$ cat config.mk
export PLATFORM = sky130hd
export DESIGN_NAME = frame_writer_flat
export DESIGN_NICKNAME = d
export VERILOG_FILES = /design/src/vcap_pkg.sv /design/src/vcap_ifs.sv /design/src/frame_writer.sv /design/src/flat_wrapper.sv
export SDC_FILE = /design/constraint.sdc
export NUM_CORES = 1
export LEC_CHECK = 0
export ABC_AREA = 1
export CAP_MARGIN = 25
export CORE_MARGIN = 5
export CORE_UTILIZATION = 45
export DETAILED_ROUTE_END_ITERATION = 6
export DONT_BUFFER_PORTS = 1
export PLACE_DENSITY = 0.6
export RECOVER_POWER = 25
export SYNTH_ARGS = -nofsm -noshare
export SYNTH_HDL_FRONTEND = slang
export SYNTH_SLANG_ARGS = --single-unit
$ cat constraint.sdc
create_clock -name clk_llc -period 1.4 [get_ports clk_llc]
set_input_delay 0.14 -clock clk_llc [delete_from_list [all_inputs] [get_ports clk_llc]]
set_output_delay 0.14 -clock clk_llc [all_outputs]
set_load 0.005 [all_outputs]
$ cat src/vcap_pkg.sv
/*
 * shared types and constants for the video capture front end
 * byte and word widths, fixed-point colour constants, state enums
 * imported by every design file that needs them
 */
package vcap_pkg;

	// ------------------------------
	// data widths
	// ------------------------------
	typedef logic [7:0]         byte_t;       // one decoder byte
	typedef logic [15:0]        word_t;       // frame buffer word
	typedef logic [4:0]         gray_t;       // gray level
	typedef logic signed [20:0] acc_t;        // products and sums
	typedef logic [14:0]        bank_addr_t;  // word address in a bank

	// ------------------------------
	// colour conversion, u2.8 fixed point
	// ------------------------------
	localparam logic [9:0] K_Y    = 10'd298;  // 1.164
	localparam logic [9:0] K_CR_R = 10'd408;  // 1.596
	localparam logic [9:0] K_CR_G = 10'd208;  // 0.813
	localparam logic [9:0] K_CB_G = 10'd100;  // 0.392
	localparam logic [9:0] K_CB_B = 10'd516;  // 2.017

	// black level and chroma zero on 8 bit data
	localparam int Y_OFFSET = 16;
	localparam int C_OFFSET = 128;

	// interrupt pulse length in clk_llc cycles
	localparam int IRQ_CYCLES = 2;

	// byte order within a 4:2:2 group
	typedef enum logic [1:0] {
		PH_CB,
		PH_Y0,
		PH_CR,
		PH_Y1
	} phase_t;

	// host read handshake
	typedef enum logic [1:0] {
		RD_IDLE,   // waiting for csx and rdx low
		RD_FETCH,  // waiting for a cycle with no write
		RD_HOLD    // data out until rdx rises
	} rd_state_t;

endpackage

$ cat src/vcap_ifs.sv
/*
 * internal links of the capture path
 * sample_if carries decimated YCbCr samples into the colour converter
 * fb_write_if carries gray words into the frame buffer
 */


interface fb_write_if;
	import vcap_pkg::*;

	logic       wr_en;  // no back-pressure
	logic       bank;
	bank_addr_t addr;
	word_t      data;

	modport src (output wr_en, bank, addr, data);
	modport dst (input wr_en, bank, addr, data);
endinterface

$ cat src/frame_writer.sv
/*
 * frame bank write side
 * stores each gray word at the running address of the current bank and
 * pulses that bank's interrupt at field end before switching banks
 */
`timescale 1ns/10ps

module frame_writer #(
	parameter int BANK_WORDS = 32768
) (
	input  logic            clk_llc,
	input  logic            resetx,
	input  logic            pix_valid,
	input  vcap_pkg::word_t pix_word,
	input  logic            field_end,
	fb_write_if.src         wr,
	output logic            irq0,
	output logic            irq1
);
	import vcap_pkg::*;

	localparam int         CW        = $clog2(IRQ_CYCLES + 1);
	localparam bank_addr_t ADDR_LAST = bank_addr_t'(BANK_WORDS - 1);

	logic          bank_q;   // bank being filled
	bank_addr_t    addr_q;
	logic [CW-1:0] irq_cnt;  // cycles of interrupt left
	logic          irq_on;

	// one word per pixel, straight through
	assign wr.wr_en = pix_valid;
	assign wr.bank  = bank_q;
	assign wr.addr  = addr_q;
	assign wr.data  = pix_word;

	assign irq_on = (irq_cnt != '0);
	assign irq0   = irq_on & ~bank_q;
	assign irq1   = irq_on & bank_q;

	always_ff @(posedge clk_llc or negedge resetx)
	begin
		if (!resetx)
		begin
			bank_q  <= 1'b0;  // first field into bank 0
			addr_q  <= '0;
			irq_cnt <= '0;
		end
		else
		begin
			if (field_end)
				irq_cnt <= CW'(IRQ_CYCLES);
			else if (irq_on)
				irq_cnt <= irq_cnt - 1'b1;

			if (irq_cnt == CW'(1))
			begin
				bank_q <= ~bank_q;  // swap once the pulse is out
				addr_q <= '0;
			end
			else if (pix_valid && addr_q != ADDR_LAST)
				addr_q <= addr_q + 1'b1;  // holds at the last word
		end
	end

	// banks strictly alternate so interrupts never overlap or touch
	a_irq_excl : assert property (@(posedge clk_llc) disable iff (!resetx)
		!(irq0 && irq1) && !(irq0 && $past(irq1)) && !(irq1 && $past(irq0)));

	a_addr_range : assert property (@(posedge clk_llc) disable iff (!resetx)
		wr.addr < BANK_WORDS);

endmodule

$ cat src/flat_wrapper.sv
// flat-port wrapper written by rule: the top's interface ports become plain ports
module frame_writer_flat import vcap_pkg::*;
#(
	parameter int BANK_WORDS = 32768
)
  (clk_llc, resetx, pix_valid, pix_word, field_end, irq0, irq1, wr_wr_en, wr_bank, wr_addr, wr_data);
  fb_write_if wr_i ();
  input  logic clk_llc;
  input  logic resetx;
  input  logic pix_valid;
  input  vcap_pkg::word_t pix_word;
  input  logic field_end;
  output logic irq0;
  output logic irq1;
  output wire logic [$bits(wr_i.wr_en)-1:0] wr_wr_en;
  output wire logic [$bits(wr_i.bank)-1:0] wr_bank;
  output wire logic [$bits(wr_i.addr)-1:0] wr_addr;
  output wire logic [$bits(wr_i.data)-1:0] wr_data;
  assign wr_wr_en = wr_i.wr_en;
  assign wr_bank = wr_i.bank;
  assign wr_addr = wr_i.addr;
  assign wr_data = wr_i.data;
  frame_writer #(.BANK_WORDS(BANK_WORDS)) u_core (.clk_llc(clk_llc), .resetx(resetx), .pix_valid(pix_valid), .pix_word(pix_word), .field_end(field_end), .wr(wr_i), .irq0(irq0), .irq1(irq1));
endmodule
==> metrics.md <==
| Metric | Value |
|---|---|
| Die Ht | `64.7 um` |
| Final Hold Vio Count | `0` |
| H-tree depth | `1` |
| CTS root buffer | `clkbuf_4` |
| Final hold slack | `0.0490 ns` |
| Max VDD drop | `0.000726 V` |
| Synth Area in Adders | `0.0279` |
| Synth Net Count | `205` |
| FMAX | `696 MHz` |
| Post-layout min period | `1.44 ns` |
| Layout filler cell count | `278` |
| CP arrival | `1.68 ns` |
| Port bufs | `0` |
| Rows | `19` |
| Compound-Gate Fraction of Synth Area | `0.0595` |
| Routed via count | `1,200` |
| Critical Path RT | `1.64 ns` |
| Synthesis-to-layout area growth | `16.9%` |
| Detail Route Antenna Nets | `0` |
| Period utilisation layout | `1.03` |
| Routed length per placed instance | `14.1 um` |
| Final WL | `3200 um` |
| Slew HR | `0.405` |
| Tot Pwr | `1.80 mW` |
| CP Class | `register to register` |
| Placed Area | `1450 um2` |
| Worst-skew pair later-pin latency | `0.30 ns` |
| Gr usage total | `0.165` |
| TritonRoute pass-1 iters | `4` |
| Mux share of post-synthesis cell area | `0` |
| Main synth FF type | `dfrtp_1` |
| Synth cell types | `24` |
| Share of layout cells above drive strength 1 | `0.327` |
| DRT iter0 DRCs | `39` |
| Area share of and/or/nand/nor cells after synthesis | `0.371` |
| Design Area, Final | `1570 um2` |
| GPL Wtd Cong | `0.874` |
| DIE AREA | `4180 um2` |
| Final Slew Violations | `0` |
| CTS max path bufs | `2` |
| Setup crit start kind | `register` |
| Final worst-path setup slack | `-0.0376 ns` |
| DP Worst Slack | `-0.0422 ns` |
| Hold Startpoint | `pix_valid` |
| Setup TNS | `-0.307 ns` |
| Status | `finished, violations left` |
| Main combinational cell family by area after synthesis | `simple AND/OR/NAND/NOR gates` |
| Seq/Total Area, Yosys | `0.335` |
| Worst-Margin Slew | `0.890 ns` |
| Yosys reg bits | `18` |
| Synthesized area | `1350 um2` |
| Most common cell after layout, fill and taps aside | `nand2_1` |
| CP Capture Type | `register` |
| IO Count | `55` |
| NumNets Final | `221` |
| Async SR Flop Fraction | `1.00` |
| Diodes inserted | `0` |
| Vias in the first global route | `1,164` |
| Pin count of the biggest net entering global routing | `20` |
| HPWL after DPL | `2390 um` |
| Wire length of the first global-routing pass | `5450 um` |
| Yosys warns | `0` |
| Clock slew at reported path FFs | `0.11 ns` |
| Max FO, Critical Path | `8` |
| Initial Util | `0.479` |
| DRC viols | `0` |
| Max Cap Violations | `0` |
| Antenna violations before repair | `0` |
| EDFF count, synth | `0` |
| Unrepaired setup endpoints after global routing | `true` |
| Die extent in x | `64.7 um` |
| Hold Crit Class | `input pin to register` |
| Commonest cells after routing, fill and taps aside | `nand2_1 (35), buf_4 (28), nor2_1 (23)` |
| Via density | `5.29` |
| Final setup vio count | `13` |
| Leakage | `0.849 nW` |
| Core footprint | `2810 um2` |
| CTS Buf Count | `3` |
| Reg2Reg Launch Point | `u_core.wr.addr[0]` |
| Post-Synth XOR/XNOR Area | `0.0391` |
| Grt ovf | `0` |
| Clk sinks | `18` |
| Crit path from | `u_core.wr.addr[0]` |
| PwrDens | `1150 nW/um2` |
| Synth Area per Inst | `7.39 um2` |
| CTS tree | `built` |
| Failing checks | `setup timing` |
| Mapped Cells | `182` |
| Layout Skew | `0.00708 ns` |
-- worst paths after layout --
path                                      end  slack, ns  depth (start not counted)
setup / recovery            u_core.wr.addr[6]      -0.04                         10
hold / removal             u_core.wr.addr[10]       0.05                          2
setup reg to reg            u_core.wr.addr[6]      -0.04                         10
hold reg to reg             u_core.irq_cnt[1]       0.52                          2
max in group asynchronous  u_core.wr.addr[11]       0.46                          1
min in group asynchronous  u_core.wr.addr[13]       0.39                          1
-- layer usage --
metal | wire length (um) | GRT usage
met5 | 0 | 0
met4 | 89 | 0.0765
met3 | 204 | 0.0432
met2 | 1460 | 0.254
met1 | 1450 | 0.217
-- flip-flops by register name (all words and copies together) (netlist names) --
name            count
u_core.wr.addr     15
u_core.wr.bank      1
u_core.irq_cnt      2
-- Yosys cell counts, types with 2 or more instances --
| cell type | number | share of area |
|---|---|---|
| xnor2_1 | 2 | 0.013 |
| inv_1 | 13 | 0.036 |
| nand2_2 | 2 | 0.0093 |
| dfrtp_1 | 18 | 0.33 |
| buf_4 | 17 | 0.095 |
| nand3_1 | 24 | 0.089 |
| nand2_4 | 4 | 0.033 |
| buf_6 | 2 | 0.017 |
| nand2_1 | 39 | 0.11 |
| o21ai_0 | 4 | 0.015 |
| nand3_2 | 4 | 0.030 |
| nor2_1 | 26 | 0.073 |
| xor2_1 | 4 | 0.026 |
| ha_1 | 3 | 0.028 |
| inv_2 | 4 | 0.011 |
| a21oi_1 | 4 | 0.015 |
| clkbuf_1 | 2 | 0.0056 |
| o21ai_2 | 2 | 0.013 |
| o21bai_1 | 3 | 0.017 |
-- stage by stage --
stage               utilization  instances
CTS                       0.544        225
finish                    0.561        227
global placement          0.517        219
floorplan                     -        182
global route              0.561        227
detailed placement        0.517        219
-- worst max-delay path, cell delays in order, from the launching register on --
cell and delay [ns]:
dfrtp_1 0.38, ha_2 0.19, nand2_2 0.08, inv_2 0.09, nand2_4 0.06, nor2_8 0.13, nand2_4 0.07, nand2_8 0.10
buf_6 0.14, nand3_1 0.06, nand2_1 0.07
-- cell families (layout without fill, tap and decap cells) --
family / count (synthesis) / after routing
AO/OA/AOI/OAI: 13 / 13
buffers and inverters: 39 / 53
AND/OR/NAND/NOR: 103 / 103
flip-flops: 18 / 18
XOR/XNOR: 6 / 6
adder cells (fa/ha/maj): 3 / 3
-- layout make-up --
type	instances	area [um2]	share of cell area
repair buffers	32	262	0.166
well taps	31	38.8	0.0247
flip-flops and latches	18	450	0.286
clock buffers	3	22.5	0.0143
inverters	18	67.6	0.0430
multi-input cells	125	732	0.465
-- what timing repair did --
action,in CTS,in global routing
endpoints found under the hold margin,20,0
buffers inserted,1,2
pin swaps,0,12
hold buffers,2,0
endpoints found under the setup margin,13,15
gates resized for setup,5,12
-- report_power, final --
part	switching (mW)	internal, mW
Clock	0.170	0.100
Combinational	0.429	0.380
Sequential	0.100	0.624
Total	0.700	1.10
No activity file was read; power rests on OpenSTA's default activity.
