### config.mk
export PLATFORM = sky130hd
export DESIGN_NAME = video_sampler_flat
export DESIGN_NICKNAME = d
export VERILOG_FILES = /design/src/vcap_pkg.sv /design/src/vcap_ifs.sv /design/src/video_sampler.sv /design/src/flat_wrapper.sv
export SDC_FILE = /design/constraint.sdc
export NUM_CORES = 1
export LEC_CHECK = 0
export BUFFER_PORTS_ARGS = -buffer_cell sky130_fd_sc_hd__buf_2
export CAP_MARGIN = 20
export CORE_UTILIZATION = 49
export DETAILED_ROUTE_END_ITERATION = 12
export GPL_TIMING_DRIVEN = 0
export PLACE_DENSITY = 0.78
export SLEW_MARGIN = 5
export SYNTH_ARGS = -nofsm -noshare
export SYNTH_HDL_FRONTEND = slang
export SYNTH_SLANG_ARGS = --single-unit
export TNS_END_PERCENT = 30
### constraint.sdc
create_clock -name clk_llc -period 4.4 [get_ports clk_llc]
set_input_delay 1.1 -clock clk_llc [delete_from_list [all_inputs] [get_ports clk_llc]]
set_output_delay 1.1 -clock clk_llc [all_outputs]
set_load 0.01 [all_outputs]
### src/vcap_pkg.sv
/*
 * shared types and constants for the video capture front end
 * byte and word widths, fixed-point colour constants, state enums
 * imported by every design file that needs them
 */
package vcap_pkg;

	// ------------------------------
	// data widths
	// ------------------------------
	typedef logic [7:0]         byte_t;       // one decoder byte
	typedef logic [15:0]        word_t;       // frame buffer word
	typedef logic [4:0]         gray_t;       // gray level
	typedef logic signed [20:0] acc_t;        // products and sums
	typedef logic [14:0]        bank_addr_t;  // word address in a bank

	// ------------------------------
	// colour conversion, u2.8 fixed point
	// ------------------------------
	localparam logic [9:0] K_Y    = 10'd298;  // 1.164
	localparam logic [9:0] K_CR_R = 10'd408;  // 1.596
	localparam logic [9:0] K_CR_G = 10'd208;  // 0.813
	localparam logic [9:0] K_CB_G = 10'd100;  // 0.392
	localparam logic [9:0] K_CB_B = 10'd516;  // 2.017

	// black level and chroma zero on 8 bit data
	localparam int Y_OFFSET = 16;
	localparam int C_OFFSET = 128;

	// interrupt pulse length in clk_llc cycles
	localparam int IRQ_CYCLES = 2;

	// byte order within a 4:2:2 group
	typedef enum logic [1:0] {
		PH_CB,
		PH_Y0,
		PH_CR,
		PH_Y1
	} phase_t;

	// host read handshake
	typedef enum logic [1:0] {
		RD_IDLE,   // waiting for csx and rdx low
		RD_FETCH,  // waiting for a cycle with no write
		RD_HOLD    // data out until rdx rises
	} rd_state_t;

endpackage

### src/vcap_ifs.sv
/*
 * internal links of the capture path
 * sample_if carries decimated YCbCr samples into the colour converter
 * fb_write_if carries gray words into the frame buffer
 */
`timescale 1ns/10ps

interface sample_if;
	import vcap_pkg::*;

	logic  valid;      // one cycle strobe per kept group
	byte_t y;
	byte_t cb;
	byte_t cr;
	logic  field_end;  // cycle after odd field drops

	modport src (output valid, y, cb, cr, field_end);
	modport dst (input valid, y, cb, cr, field_end);
endinterface


### src/video_sampler.sv
/*
 * byte stream front end for the video decoder
 * tracks the Cb Y0 Cr Y1 phase, keeps every DECIM_X group and every DECIM_Y line
 * of an odd field and emits one sample per kept group
 */
`timescale 1ns/10ps

module video_sampler #(
	parameter int DECIM_X = 2,
	parameter int DECIM_Y = 2
) (
	input  logic            clk_llc,
	input  logic            resetx,
	input  logic            href,
	input  logic            vref,
	input  logic            odd,
	input  vcap_pkg::byte_t vpo,
	sample_if.src           smp
);
	import vcap_pkg::*;

	localparam int XW = (DECIM_X > 1) ? $clog2(DECIM_X) : 1;
	localparam int YW = (DECIM_Y > 1) ? $clog2(DECIM_Y) : 1;

	logic          field_act;    // odd field in progress
	logic          field_act_d;
	logic          href_d;
	logic          href_rise;
	logic [YW-1:0] line_idx;     // line index mod DECIM_Y
	logic          line_keep_q;
	logic          line_kept;
	logic [XW-1:0] grp_idx;      // group index mod DECIM_X
	logic          grab;         // byte of a kept line
	phase_t        phase;

	assign field_act = odd & vref;
	assign href_rise = href & ~href_d;
	assign line_kept = href_rise ? (line_idx == '0) : line_keep_q;  // decided on first byte
	assign grab      = field_act & href & line_kept;

	always_ff @(posedge clk_llc or negedge resetx)
	begin
		if (!resetx)
		begin
			href_d        <= 1'b0;
			field_act_d   <= 1'b0;
			line_idx      <= '0;
			line_keep_q   <= 1'b0;
			grp_idx       <= '0;
			phase         <= PH_CB;
			smp.valid     <= 1'b0;
			smp.field_end <= 1'b0;
		end
		else
		begin
			href_d        <= href;
			field_act_d   <= field_act;
			smp.field_end <= field_act_d & ~field_act;  // falling edge of field

			// line decimation
			if (!field_act)
			begin
				line_idx    <= '0;
				line_keep_q <= 1'b0;
			end
			else if (href_rise)
			begin
				line_keep_q <= (line_idx == '0);
				line_idx    <= (line_idx == YW'(DECIM_Y - 1)) ? '0 : line_idx + 1'b1;
			end

			// byte phase and group decimation
			if (grab)
			begin
				phase <= phase_t'(phase + 2'd1);  // wraps from Y1 to Cb
				if (phase == PH_Y1)
					grp_idx <= (grp_idx == XW'(DECIM_X - 1)) ? '0 : grp_idx + 1'b1;
			end
			else
			begin
				phase   <= PH_CB;
				grp_idx <= '0;
			end

			smp.valid <= grab & (phase == PH_Y1) & (grp_idx == '0);
		end
	end

	// sample payload of kept groups only
	always_ff @(posedge clk_llc)
	begin
		if (grab && grp_idx == '0)
		begin
			case (phase)
				PH_CB:   smp.cb <= vpo;
				PH_Y0:   smp.y  <= vpo;
				PH_CR:   smp.cr <= vpo;
				default: ;  // Y1 not used
			endcase
		end
	end

	// whole group inside the odd field, back to its Cb byte
	a_valid_in_field : assert property (@(posedge clk_llc) disable iff (!resetx)
		smp.valid |-> $past(field_act, 4));

endmodule

### src/flat_wrapper.sv
// flat-port wrapper written by rule: the top's interface ports become plain ports
module video_sampler_flat import vcap_pkg::*;
#(
	parameter int DECIM_X = 2,
	parameter int DECIM_Y = 2
)
  (clk_llc, resetx, href, vref, odd, vpo, smp_valid, smp_y, smp_cb, smp_cr, smp_field_end);
  sample_if smp_i ();
  input  logic clk_llc;
  input  logic resetx;
  input  logic href;
  input  logic vref;
  input  logic odd;
  input  vcap_pkg::byte_t vpo;
  output wire logic [$bits(smp_i.valid)-1:0] smp_valid;
  output wire logic [$bits(smp_i.y)-1:0] smp_y;
  output wire logic [$bits(smp_i.cb)-1:0] smp_cb;
  output wire logic [$bits(smp_i.cr)-1:0] smp_cr;
  output wire logic [$bits(smp_i.field_end)-1:0] smp_field_end;
  assign smp_valid = smp_i.valid;
  assign smp_y = smp_i.y;
  assign smp_cb = smp_i.cb;
  assign smp_cr = smp_i.cr;
  assign smp_field_end = smp_i.field_end;
  video_sampler #(.DECIM_X(DECIM_X), .DECIM_Y(DECIM_Y)) u_core (.clk_llc(clk_llc), .resetx(resetx), .href(href), .vref(vref), .odd(odd), .vpo(vpo), .smp(smp_i));
endmodule
==> results of run 1 <==
where the power goes:
part | internal, mW | total, mW | leakage, nW | switching [mW]
Combinational | 0.00877 | 0.0201 | 0.239 | 0.0114
Clock | 0.136 | 0.228 | 0.0455 | 0.0927
Sequential | 0.338 | 0.340 | 0.337 | 0.00206
critical path: cells and delay by family:
kind | cells | cell delay (ns)
simple gates | 3 | 0.80
buf+inv | 1 | 0.09
logic make-up after synthesis:
logic type | count (synthesis) | share of synthesized area [%]
adders and majority gates | 4 | 4.33
AOI/OAI and AO/OA | 1 | 0.650
buffers and inverters | 4 | 1.30
and+or+nand+nor | 17 | 10.3
DFF | 33 | 81.9
xor gates and xnor gates | 2 | 1.52
state kept, by name, indices dropped and copies added, names as in the netlist:
signal	count
u_core.line_idx	1
u_core.smp.y	8
u_core.grp_idx	1
u_core.phase	2
u_core.smp.cb	8
u_core.href_d	1
u_core.smp.cr	8
u_core.smp.field_end	1
u_core.line_keep_q	1
u_core.smp.valid	1
u_core.field_act_d	1
stage by stage:
stage / cell area (um2) / hold WS (ns)
global route: 1470 / 0.493
floorplan: 1150 / 0.428
finish: 1470 / 0.468
detailed placement: 1380 / 0.447
CTS: 1470 / 0.471
global placement: 1380 / 0.432
routing by layer:
layer	up-vias	part of all wire, %	global-route usage, %
met4	0	1.1	6.94
met5	-	0	0
met2	36	49	25.6
li1	301	-	-
met1	295	41	16.9
met3	2	9.2	8.18
final cells by class:
cell class                 instances  area, um2
timing repair buffer              38        190
inverter                           4       15.0
fill                             161        747
clock buffer                       7       55.1
tap                               28       35.0
clock inverter                     1       30.0
sequential                        33        946
multi-input combinational         24        194
cells in the final DEF, fill, tap and decap left out, types with 2 or more instances in the layout:
cell type | Yosys | layout
buf_2 | 0 | 38
edfxtp_1 | 24 | 24
dfrtp_1 | 9 | 9
and2_1 | 5 | 5
clkbuf_4 | 0 | 5
inv_1 | 4 | 4
ha_1 | 4 | 4
nor2_2 | 3 | 3
nor2_1 | 2 | 2
xnor2_1 | 2 | 2
path summary, 6_finish.rpt:
check	start	endpoint	slack, ns	cells past startpoint
worst max-delay path	odd	u_core.smp.y[1]$_DFFE_PP_	2.40	4
worst min-delay path	u_core.field_act_d$_DFF_PN0_	u_core.smp.field_end$_DFF_PN0_	0.47	1
worst max register to register	u_core.line_idx$_DFFE_PN0P_	u_core.smp.y[1]$_DFFE_PP_	2.72	3
worst min register to register	u_core.field_act_d$_DFF_PN0_	u_core.smp.field_end$_DFF_PN0_	0.47	1
max in group asynchronous	resetx	u_core.phase[0]$_DFF_PN0_	3.62	1
min in group asynchronous	resetx	u_core.href_d$_DFF_PN0_	0.59	1
==> results.json, run 1 <==
{
  "vias": 634,
  "diodes": 0,
  "vdd_drop_max_v": 0.000256,
  "grt_overflow_total": 0,
  "critPathSlowestCell": "and2_1",
  "syn_to_final_growth_pct": 26.9,
  "synth_area_um2": 1150,
  "cts_buffers": 5,
  "grt_use_total_pct": 15.7,
  "yosys-top-cells-area": "edfxtp_1 (62%), dfrtp_1 (20%), ha_1 (4.3%), and2_1 (2.7%), nor2_2 (1.6%)",
  "dp_cells": 127,
  "yosysMostFrequentCell": "edfxtp_1",
  "synth-edff-count": 24,
  "ys_seq_area_share_pct": 81.9,
  "yosys.area.top_type": "edfxtp_1",
  "critPathArrivalTime_ns": 1.99,
  "setup_viol": 0,
  "nets": 123,
  "grt_pass1_vias": 631,
  "utilization_pct": 66.2,
  "pre_cts_slack_ns": 2.02,
  "finalWirelength_um": 1710,
  "avgViaCountPerCell": 4.70,
  "root_buffer": "clkbuf_4",
  "core_um2": 2210,
  "dr.pass1.iters": 4,
  "ys_ff_latch": 33,
  "num_io_pins": 39,
  "p_per_area_nw_per_um2": 402,
  "drc": 0,
  "postCtsResizedCells": 0,
  "cts_tree": "done",
  "antenna_found_initial": 0,
  "layoutNonFillerInstCount": 135,
  "worst_ep_required_time_ns": 4.39,
  "finClkSkew_ns": 0.00978,
  "rsz0062_at_grt": "no",
  "clock_latency_ns": 0.33,
  "fp.dieH_um": 50.5,
  "path_cells": "buf_2 -> nand3_1 -> nor4_2 -> and2_1",
  "slew_viol_final": 0,
  "clock-sinks": 33,
  "syn_nets": 78,
  "drive_gt1_share_pct": 48.6,
  "cts.htree.levels": 2,
  "crit_fanout": 8,
  "avgSynthCellArea_um2": 18.9,
  "ant_nets": 0,
  "fin_tns_setup_ns": 0,
  "cts.path.max_buffers": 2,
  "place_congestion": 0.657,
  "die-area_um2": 2550,
  "grt_pass1_wl_um": 2710,
  "synthFlopType": "edfxtp_1",
  "initial_core_util_pct": 52.2,
  "slowest_delay_ns": 0.43,
  "drt_iter0_drc": 7,
  "hpwlAfterDp_um": 1250,
  "portBuffers": 38,
  "finalWorstSetupSlack_ns": 2.40,
  "path_clk_slew_ns": 0.10,
  "wl_per_cell_um": 12.7,
  "ys_types": 16,
  "worst_setup_path_end_kind": "register",
  "yosysWarnings": 0,
  "async_flop_share_pct": 27.3,
  "hold_viol": 0,
  "yosys-top-cells-count": "edfxtp_1 (24), dfrtp_1 (9), and2_1 (5), ha_1 (4), inv_1 (4)",
  "p_leak_nw": 0.622,
  "crit_type": "primary input to register",
  "critPathLaunchType": "primary input",
  "synth_cells": 61,
  "die_w_um": 50.5,
  "cts_setup_buffers": 0,
  "tightest_slew_ns": 0.396,
  "slew_headroom_pct": 73.6,
  "rows": 17,
  "outcome": "complete, no violations",
  "yosysTopAreaCellShare_pct": 62.4,
  "power_mw": 0.589,
  "hold_buffers": 0,
  "min_period_ns": 2.00,
  "max_clock_freq_mhz": 499,
  "cap_violations": 0,
  "fin_crit_sh_pct": 45.5,
  "grt_max_degree": 11,
  "hp-class": "register to register"
}
(Power assumes the default switching activity.)
==> run 2: changes to the inputs <==
--- a/config.mk
+++ b/config.mk
@@ -5,12 +5,13 @@
 export SDC_FILE = /design/constraint.sdc
 export NUM_CORES = 1
 export LEC_CHECK = 0
+export ABC_AREA = 1
 export BUFFER_PORTS_ARGS = -buffer_cell sky130_fd_sc_hd__buf_2
 export CAP_MARGIN = 20
-export CORE_UTILIZATION = 49
+export CORE_UTILIZATION = 48
 export DETAILED_ROUTE_END_ITERATION = 12
 export GPL_TIMING_DRIVEN = 0
-export PLACE_DENSITY = 0.78
+export PLACE_DENSITY = 0.77
 export SLEW_MARGIN = 5
 export SYNTH_ARGS = -nofsm -noshare
 export SYNTH_HDL_FRONTEND = slang
==> constraint.sdc (replaced) <==
create_clock -name clk_llc -period 2 [get_ports clk_llc]
set_input_delay 0.5 -clock clk_llc [delete_from_list [all_inputs] [get_ports clk_llc]]
set_output_delay 0.5 -clock clk_llc [all_outputs]
set_load 0.01 [all_outputs]
==> run 2 against run 1 <==
  * Final cell count up 6.7%
  * First-iteration DRC count down 14%
  * Via count up 6.5%
  * Routed wire length up 8.2%
  * Utilization down 2.1 points
  * Worst setup slack worse by 1.9 ns
  * Non-clock buffer count unchanged
  * Total power up 97%
  * Combinational power up 130%
  * Hold slack worse by 0.46 ns
  * Critical path type is now register to register
  * Critical endpoint is now u_core.smp.cb[6]$_DFFE_PP_
  * Highest routed layer unchanged
==> results.json, run 2 <==
{
  "die_w_um": 51.2,
  "initial_core_util_pct": 51.4,
  "dp_cells": 136,
  "avgSynthCellArea_um2": 16.6,
  "yosysWarnings": 0,
  "nets": 132,
  "avgViaCountPerCell": 4.69,
  "grt_pass1_vias": 651,
  "ff_latch_area_um2": 946,
  "placed_area_um2": 1390,
  "clock-sinks": 33,
  "rows": 17,
  "outcome": "complete, no violations",
  "grt_max_degree": 11,
  "yosys.area.top_type": "edfxtp_1",
  "rsz0062_at_grt": "no",
  "root_buffer": "clkbuf_4",
  "hold_buffers": 0,
  "pre_cts_slack_ns": 0.185,
  "ys_types": 16,
  "grt_overflow_total": 0,
  "drive_gt1_share_pct": 48.3,
  "slowest_delay_ns": 0.38,
  "fin_crit_sh_pct": 77.3,
  "postCtsResizedCells": 0,
  "die-area_um2": 2620,
  "ant_nets": 0,
  "fin_tns_setup_ns": 0,
  "vdd_drop_max_v": 0.000619,
  "ys_seq_area_share_pct": 81.6,
  "syn_to_final_growth_pct": 24.6,
  "cts_tree": "done",
  "finalWorstSetupSlack_ns": 0.454,
  "drt_iter0_drc": 6,
  "p_leak_nw": 0.634,
  "fp.dieH_um": 51.2,
  "setup_viol": 0,
  "hold_slack_ns": 0.00823,
  "wl_per_cell_um": 12.9,
  "finClkSkew_ns": 0.00498,
  "cts.path.max_buffers": 2,
  "synth_cells": 70,
  "num_io_pins": 39,
  "grt_pass1_wl_um": 2830,
  "synthFlopType": "edfxtp_1",
  "final_common_cell": "buf_2",
  "yosysTopAreaCellShare_pct": 62.1,
  "finalWirelength_um": 1850,
  "yosys-top-cells-area": "edfxtp_1 (62%), dfrtp_1 (19%), ha_1 (4.3%), inv_1 (3.2%), nor2_1 (1.6%)",
  "place_congestion": 0.722,
  "slew_headroom_pct": 70.0,
  "ys_ff_latch": 33,
  "crit_fanout": 8,
  "diodes": 0,
  "synth-edff-count": 24,
  "dr.pass1.iters": 2,
  "yosysMostFrequentCell": "edfxtp_1",
  "antenna_found_initial": 0,
  "cts.htree.levels": 2,
  "core_um2": 2250,
  "tightest_slew_ns": 0.450,
  "p_per_area_nw_per_um2": 804,
  "critPathArrivalTime_ns": 1.52,
  "hpwlAfterDp_um": 1410,
  "syn_nets": 87,
  "top_regs": "u_core.smp.cb (8), u_core.smp.cr (8), u_core.smp.y (8)",
  "vias": 675,
  "portBuffers": 38,
  "grt_use_total_pct": 16.5,
  "slew_viol_final": 0,
  "min_period_ns": 1.55,
  "worst_ep_required_time_ns": 1.97,
  "multi_input_area_um2": 164,
  "path_cells": "inv_2 -> o21ai_1 -> nor2_4 -> nand2_4 -> nor2_2",
  "synth_area_um2": 1160,
  "hp-class": "primary input to asynchronous set/reset pin",
  "critPathSlowestCell": "dfrtp_1",
  "fin_area_um2": 1450,
  "yosys-top-cells-count": "edfxtp_1 (24), inv_1 (10), dfrtp_1 (9), nor2_1 (5), ha_1 (4)",
  "drc": 0,
  "clock_latency_ns": 0.32,
  "fill_cells": 183,
  "crit_type": "register to register",
  "async_flop_share_pct": 27.3,
  "layout_common_cells": "buf_2 (38), edfxtp_1 (24), inv_1 (10), dfrtp_1 (9)",
  "worst_setup_path_end_kind": "register",
  "hold_viol": 0,
  "cap_violations": 0,
  "critPathLaunchType": "register",
  "path_clk_slew_ns": 0.09,
  "cts_buffers": 5,
  "max_clock_freq_mhz": 647,
  "cts_setup_buffers": 0,
  "layoutNonFillerInstCount": 144
}
-- run 2: path summary, 6_finish.rpt --
path / cells past startpoint / endpoint / slack [ns] / start
max: 5 / u_core.smp.cb[6]$_DFFE_PP_ / 0.45 / u_core.href_d$_DFF_PN0_
max in group asynchronous: 1 / u_core.line_keep_q$_DFF_PN0_ / 1.82 / resetx
min in group clk_llc: 1 / u_core.href_d$_DFF_PN0_ / 0.34 / href
max reg2reg: 5 / u_core.smp.cb[6]$_DFFE_PP_ / 0.45 / u_core.href_d$_DFF_PN0_
min: 1 / u_core.phase[1]$_DFF_PN0_ / 0.008 / resetx
min reg2reg: 2 / u_core.smp.field_end$_DFF_PN0_ / 0.48 / u_core.field_act_d$_DFF_PN0_
-- run 2: metal layers --
metal  vias to the layer above  wire length [um]  global-route usage (%)  share of wire (%)
li1                        321                 -                       -                  -
met1                       314               727                    17.9                 39
met2                        33               923                    26.3                 50
met3                         7               149                    6.55                8.0
met4                         0                51                    11.1                2.8
met5                         -                 0                       0                  0
-- run 2: logic make-up after synthesis --
| family | Yosys count | synth area share (%) |
|---|---|---|
| AOI/OAI and AO/OA | 3 | 1.29 |
| adders and majority gates | 4 | 4.32 |
| buffers and inverters | 13 | 4.32 |
| DFF | 33 | 81.6 |
| and+or+nand+nor | 17 | 8.52 |
-- run 2: layout make-up --
class                   instances  area share [%]
clock inverters                 2           0.606
flip-flops and latches         33            65.5
multi-input cells              24            11.3
well taps                      28            2.42
clock buffers                   6            3.55
inverters                      13            3.46
repair buffers                 38            13.2
-- run 2: per-stage QoR --
step / utilization, % / power [mW]
6_report: 64.1 / 1.16
3_3_place_gp: 61.4 / 0.804
3_5_place_dp: 61.4 / 0.809
5_1_grt: 64.1 / 1.21
4_1_cts: 64.1 / 1.17
2_1_floorplan: - / 0.780
-- run 2: report_power, final --
| group | switching (mW) | internal [mW] |
|---|---|---|
| Combinational | 0.0286 | 0.0171 |
| Clock | 0.203 | 0.165 |
| Sequential | 0.00341 | 0.744 |
| Total | 0.235 | 0.926 |
-- run 2: worst max-delay path: cells and delay by family (launching register included) --
family | cells | cell delay (ns)
buffers and inverters | 1 | 0.08
flip-flops | 1 | 0.38
AND/OR/NAND/NOR | 3 | 0.65
AO/OA/AOI/OAI | 1 | 0.09
