[src/vcap_pkg.sv]
/*
 * shared types and constants for the video capture front end
 * byte and word widths, fixed-point colour constants, state enums
 * imported by every design file that needs them
 */
package vcap_pkg;

	// ------------------------------
	// data widths
	// ------------------------------
	typedef logic [7:0]         byte_t;       // one decoder byte
	typedef logic [15:0]        word_t;       // frame buffer word
	typedef logic [4:0]         gray_t;       // gray level
	typedef logic signed [20:0] acc_t;        // products and sums
	typedef logic [14:0]        bank_addr_t;  // word address in a bank

	// ------------------------------
	// colour conversion, u2.8 fixed point
	// ------------------------------
	localparam logic [9:0] K_Y    = 10'd298;  // 1.164
	localparam logic [9:0] K_CR_R = 10'd408;  // 1.596
	localparam logic [9:0] K_CR_G = 10'd208;  // 0.813
	localparam logic [9:0] K_CB_G = 10'd100;  // 0.392
	localparam logic [9:0] K_CB_B = 10'd516;  // 2.017

	// black level and chroma zero on 8 bit data
	localparam int Y_OFFSET = 16;
	localparam int C_OFFSET = 128;

	// interrupt pulse length in clk_llc cycles
	localparam int IRQ_CYCLES = 2;

	// byte order within a 4:2:2 group
	typedef enum logic [1:0] {
		PH_CB,
		PH_Y0,
		PH_CR,
		PH_Y1
	} phase_t;

	// host read handshake
	typedef enum logic [1:0] {
		RD_IDLE,   // waiting for csx and rdx low
		RD_FETCH,  // waiting for a cycle with no write
		RD_HOLD    // data out until rdx rises
	} rd_state_t;

endpackage

[src/vcap_ifs.sv]
/*
 * internal links of the capture path
 * sample_if carries decimated YCbCr samples into the colour converter
 * fb_write_if carries gray words into the frame buffer
 */
`timescale 1ns/10ps

interface sample_if;
	import vcap_pkg::*;

	logic  valid;      // one cycle strobe per kept group
	byte_t y;
	byte_t cb;
	byte_t cr;
	logic  field_end;  // cycle after odd field drops

	modport src (output valid, y, cb, cr, field_end);
	modport dst (input valid, y, cb, cr, field_end);
endinterface


[src/ycc_to_gray.sv]
/*
 * YCbCr to gray conversion in two register stages
 * stage 1 multiplies offset data by u2.8 constants, stage 2 sums to R G B
 * saturation and gray packing to RGB565 follow stage 2 combinationally
 */
`timescale 1ns/10ps

module ycc_to_gray (
	input  logic            clk_llc,
	input  logic            resetx,
	sample_if.dst           smp,
	output logic            pix_valid,
	output vcap_pkg::word_t pix_word,
	output logic            field_end
);
	import vcap_pkg::*;

	// constants widened to signed for the multiply
	localparam logic signed [10:0] KS_Y    = {1'b0, K_Y};
	localparam logic signed [10:0] KS_CR_R = {1'b0, K_CR_R};
	localparam logic signed [10:0] KS_CR_G = {1'b0, K_CR_G};
	localparam logic signed [10:0] KS_CB_G = {1'b0, K_CB_G};
	localparam logic signed [10:0] KS_CB_B = {1'b0, K_CB_B};

	logic signed [8:0] y_off;
	logic signed [8:0] cb_off;
	logic signed [8:0] cr_off;
	acc_t              p_y, p_cr_r, p_cr_g, p_cb_g, p_cb_b;  // stage 1
	acc_t              r_acc, g_acc, b_acc;                  // stage 2
	logic              v1, v2;
	logic              fe1, fe2;                             // field end delay line
	logic [7:0]        r_sat, g_sat, b_sat;
	logic [4:0]        r5;
	logic [5:0]        g6;
	logic [4:0]        b5;
	gray_t             gray;

	// clamp to the 8 bit integer part
	function automatic logic [7:0] clamp8(input acc_t a);
		if (a[20])
			return 8'h00;  // negative
		if (a[19:16] != 4'd0)
			return 8'hff;  // 256 or more
		return a[15:8];
	endfunction

	assign y_off  = $signed({1'b0, smp.y})  - 9'(Y_OFFSET);
	assign cb_off = $signed({1'b0, smp.cb}) - 9'(C_OFFSET);
	assign cr_off = $signed({1'b0, smp.cr}) - 9'(C_OFFSET);

	// ------------------------------
	// pipeline control
	// ------------------------------
	always_ff @(posedge clk_llc or negedge resetx)
	begin
		if (!resetx)
		begin
			v1  <= 1'b0;
			v2  <= 1'b0;
			fe1 <= 1'b0;
			fe2 <= 1'b0;
		end
		else
		begin
			v1  <= smp.valid;
			v2  <= v1;
			fe1 <= smp.field_end;  // keeps field end behind the last pixel
			fe2 <= fe1;
		end
	end

	// ------------------------------
	// datapath
	// ------------------------------
	always_ff @(posedge clk_llc)
	begin
		if (smp.valid)
		begin
			p_y    <= y_off  * KS_Y;
			p_cr_r <= cr_off * KS_CR_R;
			p_cr_g <= cr_off * KS_CR_G;
			p_cb_g <= cb_off * KS_CB_G;
			p_cb_b <= cb_off * KS_CB_B;
		end
		if (v1)
		begin
			r_acc <= p_y + p_cr_r;
			g_acc <= p_y - p_cr_g - p_cb_g;
			b_acc <= p_y + p_cb_b;
		end
	end

	assign r_sat = clamp8(r_acc);
	assign g_sat = clamp8(g_acc);
	assign b_sat = clamp8(b_acc);
	assign r5    = r_sat[7:3];
	assign g6    = g_sat[7:2];
	assign b5    = b_sat[7:3];

	// R/4 + G/4 + B/8, at most 25
	assign gray = gray_t'(r5 >> 2) + gray_t'(g6 >> 2) + gray_t'(b5 >> 3);

	assign pix_word  = {gray, gray, 1'b0, gray};  // 565 with gray in every channel
	assign pix_valid = v2;
	assign field_end = fe2;

endmodule

[src/flat_wrapper.sv]
// flat-port wrapper written by rule: the top's interface ports become plain ports
module ycc_to_gray_flat import vcap_pkg::*;
  (clk_llc, resetx, pix_valid, pix_word, field_end, smp_valid, smp_y, smp_cb, smp_cr, smp_field_end);
  sample_if smp_i ();
  input  logic clk_llc;
  input  logic resetx;
  output logic pix_valid;
  output vcap_pkg::word_t pix_word;
  output logic field_end;
  input wire logic [$bits(smp_i.valid)-1:0] smp_valid;
  input wire logic [$bits(smp_i.y)-1:0] smp_y;
  input wire logic [$bits(smp_i.cb)-1:0] smp_cb;
  input wire logic [$bits(smp_i.cr)-1:0] smp_cr;
  input wire logic [$bits(smp_i.field_end)-1:0] smp_field_end;
  assign smp_i.valid = smp_valid;
  assign smp_i.y = smp_y;
  assign smp_i.cb = smp_cb;
  assign smp_i.cr = smp_cr;
  assign smp_i.field_end = smp_field_end;
  ycc_to_gray u_core (.clk_llc(clk_llc), .resetx(resetx), .smp(smp_i), .pix_valid(pix_valid), .pix_word(pix_word), .field_end(field_end));
endmodule
[config.mk]
export PLATFORM = sky130hd
export DESIGN_NAME = ycc_to_gray_flat
export DESIGN_NICKNAME = d
export VERILOG_FILES = /design/src/vcap_pkg.sv /design/src/vcap_ifs.sv /design/src/ycc_to_gray.sv /design/src/flat_wrapper.sv
export SDC_FILE = /design/constraint.sdc
export NUM_CORES = 1
export LEC_CHECK = 0
export ABC_AREA = 1
export BUFFER_PORTS_ARGS = -buffer_cell sky130_fd_sc_hd__buf_4
export CORE_ASPECT_RATIO = 0.9
export CORE_MARGIN = 5
export CORE_UTILIZATION = 60
export CTS_BUF_LIST = sky130_fd_sc_hd__clkbuf_2
export CTS_CLUSTER_SIZE = 8
export DETAILED_ROUTE_END_ITERATION = 10
export HOLD_SLACK_MARGIN = 0.12
export PLACE_DENSITY = 0.78
export REMOVE_ABC_BUFFERS = 1
export SETUP_SLACK_MARGIN = 0.3
export SLEW_MARGIN = 10
export SYNTH_ARGS = -nofsm -noshare
export SYNTH_HDL_FRONTEND = slang
export SYNTH_SLANG_ARGS = --single-unit
[constraint.sdc]
create_clock -name clk_llc -period 7.3 [get_ports clk_llc]
set_input_delay 0.73 -clock clk_llc [delete_from_list [all_inputs] [get_ports clk_llc]]
set_output_delay 0.73 -clock clk_llc [all_outputs]
set_load 0.005 [all_outputs]
==> results.md, run 1 <==
* Initial DRC Count at 583
* Final #Nets at 1,669
* DR vias at 8,454
* RSZ-0062 raised after global routing: no
* Crit path depth at 20
* Drt drc at 0
* EDFF count, synth at 100
* Sw Ratio at 0.485
* Post-route ant nets at 0
* Buf/Inv on CP at 5
* CTS hold repair buffers at 1
* Clock Latency Late Sink at 0.66 ns
* Required time worst endpoint at 7.79 ns
* Sequential share of power at 0.257
* Ranking of synthesized cells by area: edfxtp_1, ha_1, nand2_1, fa_1, inv_1
* Layout Skew at 0.0442 ns
* Crit-path leading delay family: adder cells
* Fin area at 11,700 µm²
* Starting density of the core at 0.605
* Layout area overhead at 6.38%
* Critical Path Source Type: input port
* Kind of critical path: input port to flip-flop
* Dpl cell area at 11,600 µm²
* Final wirelength at 22,200 µm
* Netlist cell types at 32
* Largest net degree at the start of global routing at 78
* Clock root buffer: clkbuf_2
* First-pass GRT wire length at 37,700 µm
* Slowest stage cell, crit path: fa_1
* Hold WC Path Type: input port to flip-flop
* Synth Area per Inst at 8.22 µm²
* Total GRT Usage at 0.216
* Post-synth top area cell: edfxtp_1
* VDD IR max at 187 µV
* Mapped Cells at 1,343
* Die Y at 139 µm
* Number of global-route vias before repair at 8,040
* Min cycle time layout at 4.41 ns
* Hold Path Cell Cnt at 1
* Fill cells at 1,556
* Max-slew violation count at 0
* Inserted Clock Buffers at 9
* Hold Worst Slack at 0.271 ns
* Psw at 1.96 mW
* Post-CTS Setup Bufs at 0
* Most used cell, CP: nand2_1
* Outcome: finished clean
* Crit path capture type: flip-flop
* Clock sinks at 104
* DRT Pass-1 Iters at 5
* Placement row count at 47
* Busiest layer in global routing: met2
* Finished Core Util at 0.644
* Worst slew pin tran at 0.933 ns
* Setup TNS at 0 ns
* WL/cell at 13.5 µm
* Initial antenna violation count at 1
* Internal power at 2.07 mW
* Final Hold Fails at 0
* Mapped Area at 11,000 µm²
* Detail Placement HPWL at 19,000 µm
* Core area at 18,200 µm²
* Max_slew headroom at 0.378
* Final setup fails at 0
* Routed vias/inst at 5.16
* Sequential share of the synthesized area at 0.281
* Data arrival time of the worst path at 4.90 ns
* I/O pin total at 46
* Gpl congestion at 0.916
* Ratio of cells with drive above 1 in the final layout at 0.0503
* Gate power share at 0.669
* LEAKAGE at 6.38 nW
* Width of the die at 153 µm
* Clock power share at 0.073
* Die area at 21,200 µm²
* Synth Register Bits at 104
* R2R depth at 9
* TritonCTS clock tree: built
* GR Overflow Total at 0
* PwrDens at 343 nW/µm²
* Post-cts sizing count at 0
* Async S/R FF share, synth at 0.0385
* Met2 Use GR at 0.345
* Max-cap violation count at 0
* Most common flop cell mapped by yosys: edfxtp_1
* F_max at 227 MHz
* H-tree Lvls at 3
* Yosys warnings at 0
* CTS Buffer Depth at 2
* Max incr delay on CP at 0.55 ns
* Critical-path cell list: buf_4 -> inv_1 -> ha_1 -> nand3_1 -> inv_1 -> ha_1 -> ha_1 -> inv_1 -> fa_1 -> fa_1 -> inv_1 -> ha_1 -> a21oi_1 -> o21ai_2 -> nand2_1 -> nand2_1 -> nand2_1 -> nand2_1 -> nand2_1 -> nand2_1
* Final Cycle Share at 0.604
* Grt met3 use at 0.0374
* Yosys top cell area share at 0.272
* Met1 Usage GRT at 0.310
* Clock transition at path regs at 0.31 ns
* Port Buf Inserts at 44
* Critical-path maximum fanout at 11
## sequential cells by signal, summed over array words and instances (netlist names)
register and flops:
u_core.p_y 17, u_core.p_cb_b 15, u_core.p_cr_r 16, u_core.r_acc 8, u_core.field_end 1, u_core.pix_valid 1, u_core.b_acc 7, u_core.g_acc 9
u_core.fe1 1, u_core.v1 1, u_core.p_cb_g 15, u_core.p_cr_g 13
## cell usage after synthesis (8+ instances only)
| cell type | count |
|---|---|
| nand3_1 | 69 |
| edfxtp_1 | 100 |
| inv_1 | 286 |
| xnor2_1 | 8 |
| buf_4 | 12 |
| ha_1 | 194 |
| and2_1 | 8 |
| fa_1 | 59 |
| o21ai_0 | 31 |
| nor2_1 | 86 |
| xor2_1 | 33 |
| a21oi_1 | 72 |
| nand2_1 | 336 |
## placed cells by master (no fill, tap or decap), types with 9 or more instances in the layout
master,netlist,layout
buf_4,12,44
inv_1,286,286
nor2_1,86,86
a21oi_1,72,72
ha_1,194,194
fa_1,59,59
nand3_1,69,69
xor2_1,33,33
nand2_1,336,336
clkbuf_2,0,9
o21ai_0,31,31
edfxtp_1,100,100
## worst paths after layout
path,startpoint,end,slack (ns)
worst min register to register,u_core.fe1$_DFF_PN0_,u_core.field_end$_DFF_PN0_,0.39
worst max register to register,u_core.p_cb_g[19]$_DFFE_PP_,u_core.g_acc[18]$_DFFE_PP_,4.87
min in group asynchronous,resetx,u_core.pix_valid$_DFF_PN0_,0.36
worst min-delay path,smp_cr[1],u_core.p_cr_g[5]$_DFFE_PP_,0.27
worst max-delay path,smp_y[4],u_core.p_y[19]$_DFFE_PP_,2.89
max in group asynchronous,resetx,u_core.v1$_DFF_PN0_,6.85
## stage by stage
| stage | setup slack, ns | instances | power [mW] |
|---|---|---|---|
| 2_1_floorplan | 2.80 | 1331 | 2.94 |
| 3_3_place_gp | 2.25 | 1620 | 3.65 |
| 3_5_place_dp | 2.14 | 1620 | 3.73 |
| 4_1_cts | 2.91 | 1637 | 4.03 |
| 5_1_grt | 2.61 | 1639 | 4.51 |
| 6_report | 2.89 | 1639 | 4.03 |
## metal layers
metal,routed length (µm),part of all wire
met5,0,0
met4,403,0.018
met3,1140,0.052
met2,9970,0.45
met1,10600,0.48
## cell type report
cell class,count,area [µm²],area share
Sequential cell,104,3100,0.264
Tap cell,245,307,0.0261
Multi-Input combinational cell,941,6770,0.577
Clock buffer,9,45.0,0.00384
Inverter,286,1070,0.0915
Antenna cell,1,2.50,0.000213
Timing Repair Buffer,46,350,0.0298
Clock inverter,7,90.1,0.00767
## kinds of logic after synthesis
kind of cell | after synthesis | share of synthesized area
DFF | 104 | 0.281
xor gates and xnor gates | 41 | 0.0325
adders and majority gates | 253 | 0.327
buffers and inverters | 298 | 0.105
AOI/OAI and AO/OA | 122 | 0.0593
and+or+nand+nor | 524 | 0.194
other | 1 | 0.000340
## power groups by stage
stage / logic (mW) / clock network, mW / registers (mW)
floorplan: 1.95 / 0 / 0.996
global placement: 2.59 / 0 / 1.05
detailed placement: 2.67 / 0 / 1.06
CTS: 2.69 / 0.303 / 1.04
global route: 3.13 / 0.330 / 1.05
finish: 2.70 / 0.296 / 1.04
No activity file was read; power rests on OpenSTA's default activity.
==> inputs of run 2 (changes only) <==
--- a/config.mk
+++ b/config.mk
@@ -5,7 +5,7 @@
 export SDC_FILE = /design/constraint.sdc
 export NUM_CORES = 1
 export LEC_CHECK = 0
-export ABC_AREA = 1
+export ABC_AREA = 0
 export BUFFER_PORTS_ARGS = -buffer_cell sky130_fd_sc_hd__buf_4
 export CORE_ASPECT_RATIO = 0.9
 export CORE_MARGIN = 5
==> constraint.sdc (replaced) <==
create_clock -name clk_llc -period 4.2 [get_ports clk_llc]
set_input_delay 0.42 -clock clk_llc [delete_from_list [all_inputs] [get_ports clk_llc]]
set_output_delay 0.42 -clock clk_llc [all_outputs]
set_load 0.005 [all_outputs]
==> results.md, run 2 <==
* Critical R2R Launch: u_core.p_y[15]$_DFFE_PP_
* Synth Area per Inst at 10.8 µm²
* Met2 Use GR at 0.329
* Slowest stage cell, crit path: dlygate4sd3_1
* Most common cell after layout, fill and taps aside: ha_1
* Met1 Usage GRT at 0.285
* Initial antenna violation count at 1
* Final Hold Fails at 0
* Placement row count at 44
* WL/cell at 15.6 µm
* DRT Pass-1 Iters at 5
* Die area at 19,000 µm²
* Worst setup path endpoint: u_core.p_cr_r[19]$_DFFE_PP_
* Compound-Gate Fraction of Synth Area at 0.117
* Ratio of cells with drive above 1 in the final layout at 0.105
* Hold WC Path Type: input port to flip-flop
* GR Overflow Total at 0
* FF-to-FF setup slack at 1.31 ns
* Routed vias/inst at 5.46
* Critical Path Source Type: input port
* Post-synth top area cell: edfxtp_1
* Detail Placement HPWL at 15,400 µm
* Layout Skew at 0.0177 ns
* Placed cell count at 1,165
* Die Y at 131 µm
* R2R depth at 8
* H-tree Lvls at 3
* Most used cell, CP: ha_1
* Required time worst endpoint at 4.62 ns
* Drt drc at 0
* Largest net degree at the start of global routing at 78
* Final #Nets at 1,266
* Final Cycle Share at 0.915
* Yosys warnings at 0
* Post-route ant nets at 0
* Max_slew headroom at 0.358
* Mapped Area at 9820 µm²
* RSZ-0062 raised after global routing: no
* Worst Setup SP: smp_cr[1]
* CTS Buffer Depth at 2
* Max incr delay on CP at 0.54 ns
* Grt met3 use at 0.0331
* Busiest layer in global routing: met2
* Finished Layout Cells at 1,198
* Fill cells at 1,245
* Layout area overhead at 9.68%
* Clock sinks at 104
* DR vias at 6,538
* Largest regs: u_core.p_y (17), u_core.p_cr_r (16)
* Finished Core Util at 0.668
* Netlist cell types at 70
* Inserted Clock Buffers at 9
* Clock root buffer: clkbuf_2
* Async S/R FF share, synth at 0.0385
* Outcome: finished clean
* Yosys top cell area share at 0.306
* Most common flop cell mapped by yosys: edfxtp_1
* Gpl congestion at 0.896
* Final setup fails at 0
* Simple-Gate Fraction of Synth Area at 0.0657
* Core area at 16,100 µm²
* I/O pin total at 46
* Ranking of synthesized cells by area: edfxtp_1, ha_1, fa_1, inv_1, xnor2_1
* Crit path capture type: flip-flop
* Sequential share of the synthesized area at 0.316
* Critical-path cell list: dlygate4sd3_1 -> buf_4 -> ha_1 -> fa_1 -> ha_1 -> inv_1 -> fa_1 -> inv_1 -> ha_1 -> o21ai_0 -> o21ai_2 -> nand3_2 -> or3_1 -> a311oi_2
* Min cycle time layout at 3.84 ns
* Starting density of the core at 0.609
* Clock transition at path regs at 0.26 ns
* Critical-path maximum fanout at 4
* EDFF count, synth at 100
* Number of global-route vias before repair at 6,613
* Mapped Cells at 909
* Post-synthesis mux area share at 0.00331
* VDD IR max at 770 µV
* Most frequent cells in the layout: ha_1, inv_1, edfxtp_1, buf_4, fa_1
* PwrDens at 595 nW/µm²
* Hold Worst Slack at 0.197 ns
* LEAKAGE at 5.22 nW
* Setup TNS at 0 ns
* Largest register by flop count: u_core.p_y
* Largest register FFs at 17
* Fin area at 10,800 µm²
* Data arrival time of the worst path at 4.26 ns
* Post-Synth Adder-Cell Area at 0.367
* Largest family of logic cells by synthesized area: adder cells
* Reg-to-Reg End: u_core.g_acc[20]$_DFFE_PP_
* Worst slew pin tran at 0.964 ns
* Xor/xnor share of the synthesized area at 0.0562
* Clock Latency Late Sink at 0.60 ns
* Max-slew violation count at 0
* Width of the die at 145 µm
* TritonCTS clock tree: built
* First-pass GRT wire length at 30,900 µm
* Count leader, synth: ha_1
* Port Buf Inserts at 44
* Total GRT Usage at 0.203
* Kind of critical path: input port to flip-flop
* Post-synth top cells: ha_1, inv_1, edfxtp_1, fa_1, a21oi_1
* Max-cap violation count at 0
* F_max at 260 MHz
* Dpl cell area at 10,500 µm²
* Synth Register Bits at 104
* Initial DRC Count at 302
* Final wirelength at 18,700 µm
[run 2: cell count changes after synthesis, sizes merged, moves of 6 or more]
cell,before,now
o21ai,33,23
a21o,5,20
nand2,339,26
nor2b,0,8
xnor2,8,45
nor2,88,48
o21bai,6,14
nor3,9,18
and2,8,2
o21a,2,8
xor2,33,18
a21oi,72,54
inv,286,169
nand3,69,8
[run 2: cells by family (layout without fill, tap and decap cells)]
logic type               after synthesis  count (layout)
buffers and inverters                184             265
multiplexers                           3               3
AO/OA/AOI/OAI                        166             166
XOR/XNOR                              63              63
flip-flops                           104             104
other                                  1               2
adder cells (fa/ha/maj)              253             253
AND/OR/NAND/NOR                      135             135
[run 2: worst min path at each step]
stage                                        endpoint  slack [ns]      start  cells after the start
after floorplan                  u_core.fe1$_DFF_PN0_        0.12     resetx                      0
after global placement     u_core.field_end$_DFF_PN0_        0.22     resetx                      1
after detailed placement   u_core.field_end$_DFF_PN0_        0.22     resetx                      1
after CTS                 u_core.p_cb_b[18]$_DFFE_PP_        0.13  smp_cb[7]                      2
after global routing      u_core.p_cb_b[18]$_DFFE_PP_        0.13  smp_cb[7]                      2
final                     u_core.p_cb_b[18]$_DFFE_PP_        0.20  smp_cb[7]                      2
[run 2: cell type report]
type                            instances  area (µm²)  share of cell area
Multi-Input combinational cell        621        6000               0.557
Clock inverter                          6        83.8             0.00778
Inverter                              170         638              0.0592
Antenna cell                            1        2.50            0.000232
Clock buffer                           10        50.0             0.00465
Timing Repair Buffer                   79         633              0.0588
Sequential cell                       104        3100               0.288
Tap cell                              207         259              0.0240
[run 2: worst max-delay path, delay by kind of cell]
family / cells / cell delay [ns]
buffers and inverters: 4 / 0.78
AO/OA/AOI/OAI: 3 / 0.68
adder cells (fa/ha/maj): 5 / 1.91
AND/OR/NAND/NOR: 2 / 0.47
[run 2: metrics by stage]
stage               total power, mW  setup slack (ns)
floorplan                      4.60           -0.0999
global placement               5.69           -0.0644
detailed placement             5.85            -0.162
CTS                            6.40             0.324
global route                   7.02             0.298
finish                         6.41             0.358
[run 2: report_power, final]
part           switching, mW  internal [mW]  total (mW)
Clock                  0.326          0.195       0.521
Combinational           2.17           1.87        4.03
Sequential             0.212           1.65        1.86
[run 2: metal layers]
metal,routed length [µm],vias up
met5,0,-
met4,359,0
met3,764,23
met2,8820,118
met1,8710,3109
li1,-,3288
[run 2: what timing repair did]
action,4_1_cts,5_1_grt
endpoints found under the setup margin,0,4
buffers inserted,0,0
hold buffers,16,0
gates resized for setup,0,3
hold endpoints to repair,19,0
